`src/common/aluPkg.sv`:
```
// ALU package
// word width and the 3-bit command encoding shared by the datapath
// and the handshake ports

package aluPkg;

  // operand and result width, fixed for this unit
  localparam int dataWidth = 32;

  // command encoding as seen on the producer side
  typedef enum logic [2:0] {
    // arithmetic group, carry and overflow meaningful
    cmdAdd  = 3'b000,
    cmdSub  = 3'b001,

    cmdXor  = 3'b010,

    // signed compare, result is 0 or 1
    cmdSlt  = 3'b011,

    // bitwise group
    cmdAnd  = 3'b100,
    cmdNand = 3'b101,
    cmdNor  = 3'b110,
    cmdOr   = 3'b111
  } aluCmd;

endpackage

```
`src/common/aluOperandIf.sv`:
```
// ALU operand channel
// carries one operation from the request port to the core
// with a valid/ready transfer

interface aluOperandIf;
  import aluPkg::*;

  logic [dataWidth-1:0] operandA;
  logic [dataWidth-1:0] operandB;
  aluCmd                command;
  logic                 valid;
  logic                 ready;

  // request port side
  modport src (
    output operandA, operandB, command, valid,
    input  ready
  );

  // core side
  modport dst (
    input  operandA, operandB, command, valid,
    output ready
  );

endinterface

```
`src/common/aluResultIf.sv`:
```
// ALU result channel
// carries one result and its flags from the core to the response port
// with a valid/ready transfer

interface aluResultIf;
  import aluPkg::*;

  logic [dataWidth-1:0] result;
  logic                 carryout;
  logic                 zero;
  logic                 overflow;
  logic                 valid;
  logic                 ready;

  // core side
  modport src (
    output result, carryout, zero, overflow, valid,
    input  ready
  );

  // response port side
  modport dst (
    input  result, carryout, zero, overflow, valid,
    output ready
  );

endinterface

```
`src/alu/aluBitSlice.sv`:
```
// ALU one-bit slice
// full adder with optional B inversion, plus the bitwise functions
// selected by the command

module aluBitSlice (
  input  logic          a,
  input  logic          b,
  input  logic          carryIn,
  input  aluPkg::aluCmd command,
  output logic          sum,
  output logic          carryOut
);
  import aluPkg::*;

  logic bEff;

  // subtract and compare use a + ~b + 1
  assign bEff = ((command == cmdSub) || (command == cmdSlt)) ? ~b : b;

  always_comb begin
    sum      = 1'b0;
    carryOut = carryIn;
    case (command)
      cmdAdd, cmdSub, cmdSlt: begin
        sum      = a ^ bEff ^ carryIn;
        carryOut = (a & bEff) | (carryIn & (a ^ bEff));
      end
      cmdXor: begin
        sum = a ^ b;
      end
      cmdAnd: begin
        sum = a & b;
      end
      cmdNand: begin
        sum = ~(a & b);
      end
      cmdNor: begin
        sum = ~(a | b);
      end
      cmdOr: begin
        sum = a | b;
      end
      default: begin
        sum = 1'b0;
      end
    endcase
  end

endmodule

```
`src/alu/aluCore.sv`:
```
// ALU core
// 32 ripple-carry slices, signed compare fix-up and flag logic,
// followed by one registered result with valid/ready on both sides

module aluCore (
  input  logic     clk,
  input  logic     rstN,
  aluOperandIf.dst opIn,
  aluResultIf.src  resOut
);
  import aluPkg::*;

  logic [dataWidth:0]   carry;
  logic [dataWidth-1:0] sliceSum;
  logic [dataWidth-1:0] resNext;
  logic                 isArith;
  logic                 ovfRaw;
  logic                 sltBit;
  logic                 accept;
  logic                 resValid;
  logic [dataWidth-1:0] resData;
  logic                 carryReg;
  logic                 zeroReg;
  logic                 ovfReg;

  assign isArith  = (opIn.command == cmdAdd) || (opIn.command == cmdSub);
  assign carry[0] = (opIn.command == cmdSub) || (opIn.command == cmdSlt);

  for (genvar i = 0; i < dataWidth; i++) begin : gSlice
    aluBitSlice aluBitSlice_i (
      .a        (opIn.operandA[i]),
      .b        (opIn.operandB[i]),
      .carryIn  (carry[i]),
      .command  (opIn.command),
      .sum      (sliceSum[i]),
      .carryOut (carry[i+1])
    );
  end

  // carry into msb vs carry out of msb
  assign ovfRaw  = carry[dataWidth] ^ carry[dataWidth-1];
  assign sltBit  = sliceSum[dataWidth-1] ^ ovfRaw;
  assign resNext = (opIn.command == cmdSlt) ? {{(dataWidth-1){1'b0}}, sltBit} : sliceSum;

  // take a new item when the register is empty or drains this cycle
  assign opIn.ready = !resValid || resOut.ready;
  assign accept     = opIn.valid && opIn.ready;

  always_ff @(posedge clk) begin
    if (!rstN) begin
      resValid <= 1'b0;
    end else if (accept) begin
      resValid <= 1'b1;
    end else if (resOut.ready) begin
      resValid <= 1'b0;
    end
  end

  always_ff @(posedge clk) begin
    if (accept) begin
      resData  <= resNext;
      carryReg <= isArith & carry[dataWidth];
      zeroReg  <= (resNext == '0);
      ovfReg   <= isArith & ovfRaw;
    end
  end

  assign resOut.valid    = resValid;
  assign resOut.result   = resData;
  assign resOut.carryout = carryReg;
  assign resOut.zero     = zeroReg;
  assign resOut.overflow = ovfReg;

  // held result must not move under back-pressure
  resHoldStable: assert property (@(posedge clk) disable iff (!rstN)
    resValid && !resOut.ready |=> resValid && $stable({resData, carryReg, zeroReg, ovfReg}))
    else $error("aluCore result changed while stalled");

endmodule

```
`src/rtl/aluReqPort.sv`:
```
// ALU request port
// four-phase receiver; captures one operation and offers it
// to the core over valid/ready

module aluReqPort (
  input  logic                         clk,
  input  logic                         rstN,
  input  logic                         inReq,
  output logic                         inAck,
  input  logic [aluPkg::dataWidth-1:0] operandA,
  input  logic [aluPkg::dataWidth-1:0] operandB,
  input  aluPkg::aluCmd                command,
  aluOperandIf.src                     opOut
);
  import aluPkg::*;

  typedef enum logic [1:0] {idle, held, waitLow} reqState;

  reqState              state;
  logic                 itemValid;
  logic [dataWidth-1:0] capA;
  logic [dataWidth-1:0] capB;
  aluCmd                capCmd;
  logic                 capture;

  assign capture = (state == idle) && inReq && !itemValid;

  always_ff @(posedge clk) begin
    if (!rstN) begin
      state     <= idle;
      itemValid <= 1'b0;
    end else begin
      case (state)
        idle:    if (capture) state <= held;
        held:    if (!inReq) state <= waitLow;
        waitLow: state <= idle;
        default: state <= idle;
      endcase
      if (capture) begin
        itemValid <= 1'b1;
      end else if (opOut.ready) begin
        itemValid <= 1'b0;
      end
    end
  end

  always_ff @(posedge clk) begin
    if (capture) begin
      capA   <= operandA;
      capB   <= operandB;
      capCmd <= command;
    end
  end

  // ack stays up through held and waitLow
  assign inAck = (state != idle);

  assign opOut.valid    = itemValid;
  assign opOut.operandA = capA;
  assign opOut.operandB = capB;
  assign opOut.command  = capCmd;

  ackNeedsReq: assert property (@(posedge clk) disable iff (!rstN)
    $rose(inAck) |-> $past(inReq))
    else $error("inAck rose without inReq");

endmodule

```
`src/rtl/aluRespPort.sv`:
```
// ALU response port
// holds one result with its flags and presents it to the consumer
// with a four-phase req/ack sequence

module aluRespPort (
  input  logic                         clk,
  input  logic                         rstN,
  aluResultIf.dst                      resIn,
  output logic                         outReq,
  input  logic                         outAck,
  output logic [aluPkg::dataWidth-1:0] result,
  output logic                         carryout,
  output logic                         zero,
  output logic                         overflow
);
  import aluPkg::*;

  typedef enum logic [1:0] {idle, offer, waitAckLow} respState;

  respState state;
  logic     take;

  // only idle with ack low counts as empty
  assign resIn.ready = (state == idle) && !outAck;
  assign take        = resIn.valid && resIn.ready;

  always_ff @(posedge clk) begin
    if (!rstN) begin
      state <= idle;
    end else begin
      case (state)
        idle:       if (take) state <= offer;
        offer:      if (outAck) state <= waitAckLow;
        waitAckLow: if (!outAck) state <= idle;
        default:    state <= idle;
      endcase
    end
  end

  always_ff @(posedge clk) begin
    if (take) begin
      result   <= resIn.result;
      carryout <= resIn.carryout;
      zero     <= resIn.zero;
      overflow <= resIn.overflow;
    end
  end

  assign outReq = (state == offer);

  outStable: assert property (@(posedge clk) disable iff (!rstN)
    outReq && $past(outReq) |-> $stable({result, carryout, zero, overflow}))
    else $error("outputs changed while outReq high");

  reqAfterAckLow: assert property (@(posedge clk) disable iff (!rstN)
    $rose(outReq) |-> !$past(outAck))
    else $error("outReq rose while outAck high");

endmodule

```
`src/rtl/aluUnit.sv`:
```
// ALU unit top level
// four-phase operand input, registered ALU core and four-phase
// result output, up to three operations in flight

module aluUnit (
  input  logic                         clk,
  input  logic                         rstN,
  input  logic                         inReq,
  output logic                         inAck,
  input  logic [aluPkg::dataWidth-1:0] operandA,
  input  logic [aluPkg::dataWidth-1:0] operandB,
  input  aluPkg::aluCmd                command,
  output logic                         outReq,
  input  logic                         outAck,
  output logic [aluPkg::dataWidth-1:0] result,
  output logic                         carryout,
  output logic                         zero,
  output logic                         overflow
);

  aluOperandIf opLink ();
  aluResultIf  resLink ();

  aluReqPort aluReqPort_i (
    .clk      (clk),
    .rstN     (rstN),
    .inReq    (inReq),
    .inAck    (inAck),
    .operandA (operandA),
    .operandB (operandB),
    .command  (command),
    .opOut    (opLink.src)
  );

  aluCore aluCore_i (
    .clk    (clk),
    .rstN   (rstN),
    .opIn   (opLink.dst),
    .resOut (resLink.src)
  );

  aluRespPort aluRespPort_i (
    .clk      (clk),
    .rstN     (rstN),
    .resIn    (resLink.dst),
    .outReq   (outReq),
    .outAck   (outAck),
    .result   (result),
    .carryout (carryout),
    .zero     (zero),
    .overflow (overflow)
  );

endmodule

```
`config.mk`:
```
export PLATFORM = sky130hd
export DESIGN_NAME = aluUnit
export DESIGN_NICKNAME = d
export VERILOG_FILES = /design/src/common/aluPkg.sv /design/src/common/aluOperandIf.sv /design/src/common/aluResultIf.sv /design/src/alu/aluBitSlice.sv /design/src/alu/aluCore.sv /design/src/rtl/aluReqPort.sv /design/src/rtl/aluRespPort.sv /design/src/rtl/aluUnit.sv
export SDC_FILE = /design/constraint.sdc
export NUM_CORES = 1
export LEC_CHECK = 0
export BUFFER_PORTS_ARGS = -buffer_cell sky130_fd_sc_hd__buf_2
export CORE_MARGIN = 3
export CORE_UTILIZATION = 60
export DETAILED_ROUTE_END_ITERATION = 8
export HOLD_SLACK_MARGIN = 0.08
export PLACE_DENSITY = 0.87
export SLEW_MARGIN = 20
export SYNTH_ARGS = -nofsm -noshare
export SYNTH_HDL_FRONTEND = slang
export SYNTH_HIERARCHICAL = 1
export SYNTH_SLANG_ARGS = --single-unit
export TNS_END_PERCENT = 1
```
`constraint.sdc`:
```
create_clock -name clk -period 25.9 [get_ports clk]
set_input_delay 1.295 -clock clk [delete_from_list [all_inputs] [get_ports clk]]
set_output_delay 1.295 -clock clk [all_outputs]
set_load 0.005 [all_outputs]
```
==> flow_summary.rst <==
.. list-table::
   :header-rows: 1

   * - Metric
     - Value
   * - Half-perimeter wire length of the detailed placement result
     - between 10000 and 15000 µm
   * - Required arrival time at the worst endpoint
     - between 20 and 30 ns
   * - Total number of H-tree levels
     - 4
   * - Buffers from clock root to sink, at most
     - 2
   * - Final Hold Viols
     - 0
   * - Library cell contributing the largest single delay on the critical path
     - edfxtp_1
   * - Rows
     - 45
   * - Placed cells
     - 1144
   * - I/O pin cnt
     - 108
   * - Synth Register Bits
     - 143
   * - Worst hold path startpoint
     - aluCore_i/resOut.overflow
   * - Vert. Die Dim
     - between 100 and 150 µm
   * - Synth area leaders
     - edfxtp_1 (43%), ha_1 (8.4%), fa_1 (6.7%)
   * - Worst-case vdd ir drop
     - 76.2 µV
   * - Final routed wirelength across all metal layers
     - 18800 µm
   * - Antenna violations before repair
     - 0
   * - Critical path endpoint category
     - flop
   * - Core Region
     - roughly 15000 µm²
   * - Proportion of power drawn by the clock network
     - 36.6%
   * - Critical Path Fanout Max
     - 15
   * - Iteration-0 DRC Markers
     - 566
   * - Source of the critical timing path
     - aluReqPort_i/opOut.command[2]
   * - Worst slew slack as a fraction of its limit
     - 38.3%
   * - Yosys top cell area share
     - 42.9%
   * - F_max
     - 44.7 MHz
   * - Count of input and output buffers
     - roughly 110
   * - Worst setup path category
     - flop to flop
   * - Pint
     - 521 µW
   * - Post-detailed-route wirelength per cell
     - between 15 and 20 µm
   * - Synthesized netlist net count
     - 992
   * - Skew final
     - 0.00700 ns
   * - Total number of yosys warnings
     - 6
   * - Post-synthesis cell type with the largest combined area
     - edfxtp_1
   * - Combined global-route utilization of all metal layers
     - 22.2%
   * - Routed vias/inst
     - 5.48
   * - Final-report setup violation count
     - 0
   * - Number of different library cells in the post-synthesis netlist
     - 38
   * - Fraction of final layout cells with drive strength greater than 1
     - 22.4%
   * - Clock-pin transition on the worst setup and hold timing paths
     - 0.06 ns
   * - Number of diodes added for antenna fixing
     - 0
   * - Largest stage delay on the critical path
     - 0.71 ns
   * - Hold crit path type
     - flop to flop
   * - Origin of the critical flop-to-flop path
     - aluReqPort_i/opOut.command[2]
   * - Die Width
     - 132 µm
   * - GR met3 Demand/Resource
     - 4.98%
   * - Setup repair after global routing missed its margin
     - false
   * - Routability Congestion
     - about 0.80
   * - First-pass GRT wire length
     - between 30000 and 40000 µm
   * - Die Area
     - 17500 µm²
   * - Total area of multi-input combinational cells
     - a little under 5000 µm²
   * - Total Neg Setup Slack
     - 0 ns
   * - Leak pwr
     - ~4.7 nW
   * - Pre-Repair DR Iteration Count
     - 5
   * - Initial Util
     - about 62%
   * - Area grow syn2layout
     - 15.7%
   * - Number of pins exceeding their max-slew limit in the final report
     - 0
   * - TritonCTS clock tree
     - built
   * - Clock tree sinks
     - 143
   * - Total global routing overflow
     - 0
   * - Clock root buffer
     - clkbuf_16
   * - Net total in the final layout
     - around 1100
   * - Actual transition at the worst max-transition pin
     - ~0.9 ns
   * - Busiest metal layer after global routing
     - met2
   * - Number of global-route vias before repair
     - 6392
   * - Latest clock arrival within the worst-skew pair
     - 0.43 ns
   * - CTS resizes
     - 0
   * - Number of hold buffers added after CTS
     - 0
   * - Max-cap check violation count
     - 0
   * - Share of synthesized area occupied by flip-flops and latches
     - 44.2%
   * - Inserted Clock Buffers
     - 17
   * - Total number of vias
     - 6450
   * - Cell type with the highest occurrence count on the critical path
     - fa_1
   * - Power density over the cells
     - approximately 66 nW/µm²
   * - Startpoint class of the critical path
     - flop
   * - Power dissipated by switching net loads
     - ~200 µW
   * - Switching share of power
     - 28.3%
   * - Period Utilization, post-route
     - 86.3%
   * - Grt met1 use
     - between 20% and 30%
   * - Combinational fraction of design power
     - 24.5%
   * - Combined area of all synthesized cells
     - about 9600 µm²
   * - Data arrival, critical path
     - ~23 ns
   * - Largest net degree at the start of global routing
     - 184
   * - Number of cells in the finished layout apart from fillers
     - roughly 1200
   * - Number of cells produced by synthesis
     - 825
   * - Post-Synthesis Mean Instance Area
     - 11.6 µm²
   * - Number of setup buffers added after CTS
     - 0
   * - Number of remaining DRC errors
     - 0
   * - Area taken by flip-flops and latches
     - 4230 µm²
   * - Period minus WS final
     - 22.35 ns
   * - Reg power frac
     - around two fifths
   * - Global routing usage on met2
     - 36.9%
   * - Antenna-violating nets left
     - 0
   * - FILL cells
     - 1059
   * - Run status
     - finished, final reports clean
-- power groups by stage --
stage	Sequential, mW	Clock [mW]	Combinational [mW]
after global placement	0.286	0	0.165
after global routing	0.284	0.280	0.203
final	0.282	0.266	0.178
after CTS	0.282	0.270	0.179
after detailed placement	0.287	0	0.175
after floorplan	0.293	0	0.129
-- registers in the layout, summed over array words and instances, names as in the netlist --
| register | count |
|---|---|
| aluReqPort_i/opOut.operandA | 32 |
| aluReqPort_i/opOut.command | 3 |
| aluCore_i/resOut.valid | 1 |
| aluRespPort_i/zero | 1 |
| aluRespPort_i/state | 2 |
| aluCore_i/resOut.zero | 1 |
| aluRespPort_i/overflow | 1 |
| aluCore_i/resOut.overflow | 1 |
| aluReqPort_i/state | 2 |
| aluRespPort_i/result | 32 |
| aluCore_i/resOut.carryout | 1 |
| aluReqPort_i/opOut.operandB | 32 |
| aluCore_i/resOut.result | 32 |
| aluReqPort_i/opOut.valid | 1 |
| aluRespPort_i/carryout | 1 |
-- through the flow --
stage | hold WS [ns] | utilization [%] | area (µm²) | total power [mW] | setup slack (ns)
after floorplan | 0.400 | - | 9590 | 0.422 | 1.90
after CTS | 0.419 | 71.9 | 11100 | 0.732 | 3.42
after detailed placement | 0.405 | 67.7 | 10400 | 0.462 | 3.75
after global placement | 0.401 | 67.7 | 10400 | 0.451 | 4.51
after global routing | 0.424 | 71.9 | 11100 | 0.766 | 1.75
final | 0.416 | 71.9 | 11100 | 0.727 | 3.55
-- worst max-delay path, delay by kind of cell (launching register included) --
family,cells,cell delay (ns)
adder cells (fa/ha/maj),32,12.56
AO/OA/AOI/OAI,2,0.11
flip-flops,1,0.71
multiplexers,31,4.74
AND/OR/NAND/NOR,4,0.55
XOR/XNOR,2,0.61
buffers and inverters,31,2.79
-- routing by layer --
layer  up-vias  routed length, µm
li1       3124                  -
met4         0                426
met3        35                832
met1      3102               7960
met2       189               9580
met5         -                  0
-- synthesized netlist by cell type --
cell type,n
edfxtp_1,137
inv_1,130
a21oi_1,65
nor2_1,65
ha_1,64
mux2i_1,64
nand2_1,34
and2_1,33
nand2b_1,33
nor4b_2,33
xnor2_1,33
a31oi_1,32
fa_1,32
nor3b_2,32
dfxtp_1,6
nor4_1,4
nor4_2,4
clkbuf_1,2
nand4_1,2
nor2b_1,2
a21boi_0,1
and2b_2,1
and3_1,1
and3b_1,1
buf_2,1
nand3b_1,1
nand3b_4,1
nor3_1,1
nor3_2,1
nor3b_1,1
nor4b_1,1
nor4b_4,1
o21a_1,1
o21ai_1,1
o31ai_2,1
or2_1,1
xnor3_1,1
xor2_1,1
-- logic make-up after synthesis --
| family | after synthesis | synth area share, % |
|---|---|---|
| AO/OA/AOI/OAI | 101 | 5.82 |
| XOR/XNOR | 35 | 3.34 |
| adder cells (fa/ha/maj) | 96 | 15.0 |
| buffers and inverters | 133 | 5.22 |
| flip-flops | 143 | 44.2 |
| multiplexers | 64 | 6.68 |
| AND/OR/NAND/NOR | 253 | 19.7 |
-- final timing paths --
| kind | cells after the start | slack, ns | end |
|---|---|---|---|
| max | 102 | 3.55 | aluCore_i/resOut.zero |
| min | 0 | 0.42 | aluRespPort_i/overflow |
| max reg2reg | 102 | 3.55 | aluCore_i/resOut.zero |
| min reg2reg | 0 | 0.42 | aluRespPort_i/overflow |
-- placed cells by master (no fill, tap or decap), types with 3 or more instances in the layout --
cell	instances
nand2b_1	33
nor4_2	4
nor3b_2	32
buf_2	107
nor4b_2	33
xnor2_1	33
and2_1	31
a31oi_1	32
bufinv_16	5
edfxtp_1	137
fa_1	32
nand2_1	34
clkbuf_16	17
clkinvlp_4	3
inv_1	130
dfxtp_1	6
clkinv_4	3
nor2_1	65
mux2i_1	64
buf_12	3
ha_1	64
nor4_1	4
a21oi_1	65
-- area by class of cell --
cell class	count	share of cell area (%)
flip-flops and latches	143	38.2
repair buffers	111	5.44
clock inverters	14	1.94
well taps	211	2.38
clock buffers	18	3.87
inverters	130	4.40
multi-input cells	549	43.8
Note: power is estimated with default switching activity, not from simulation.
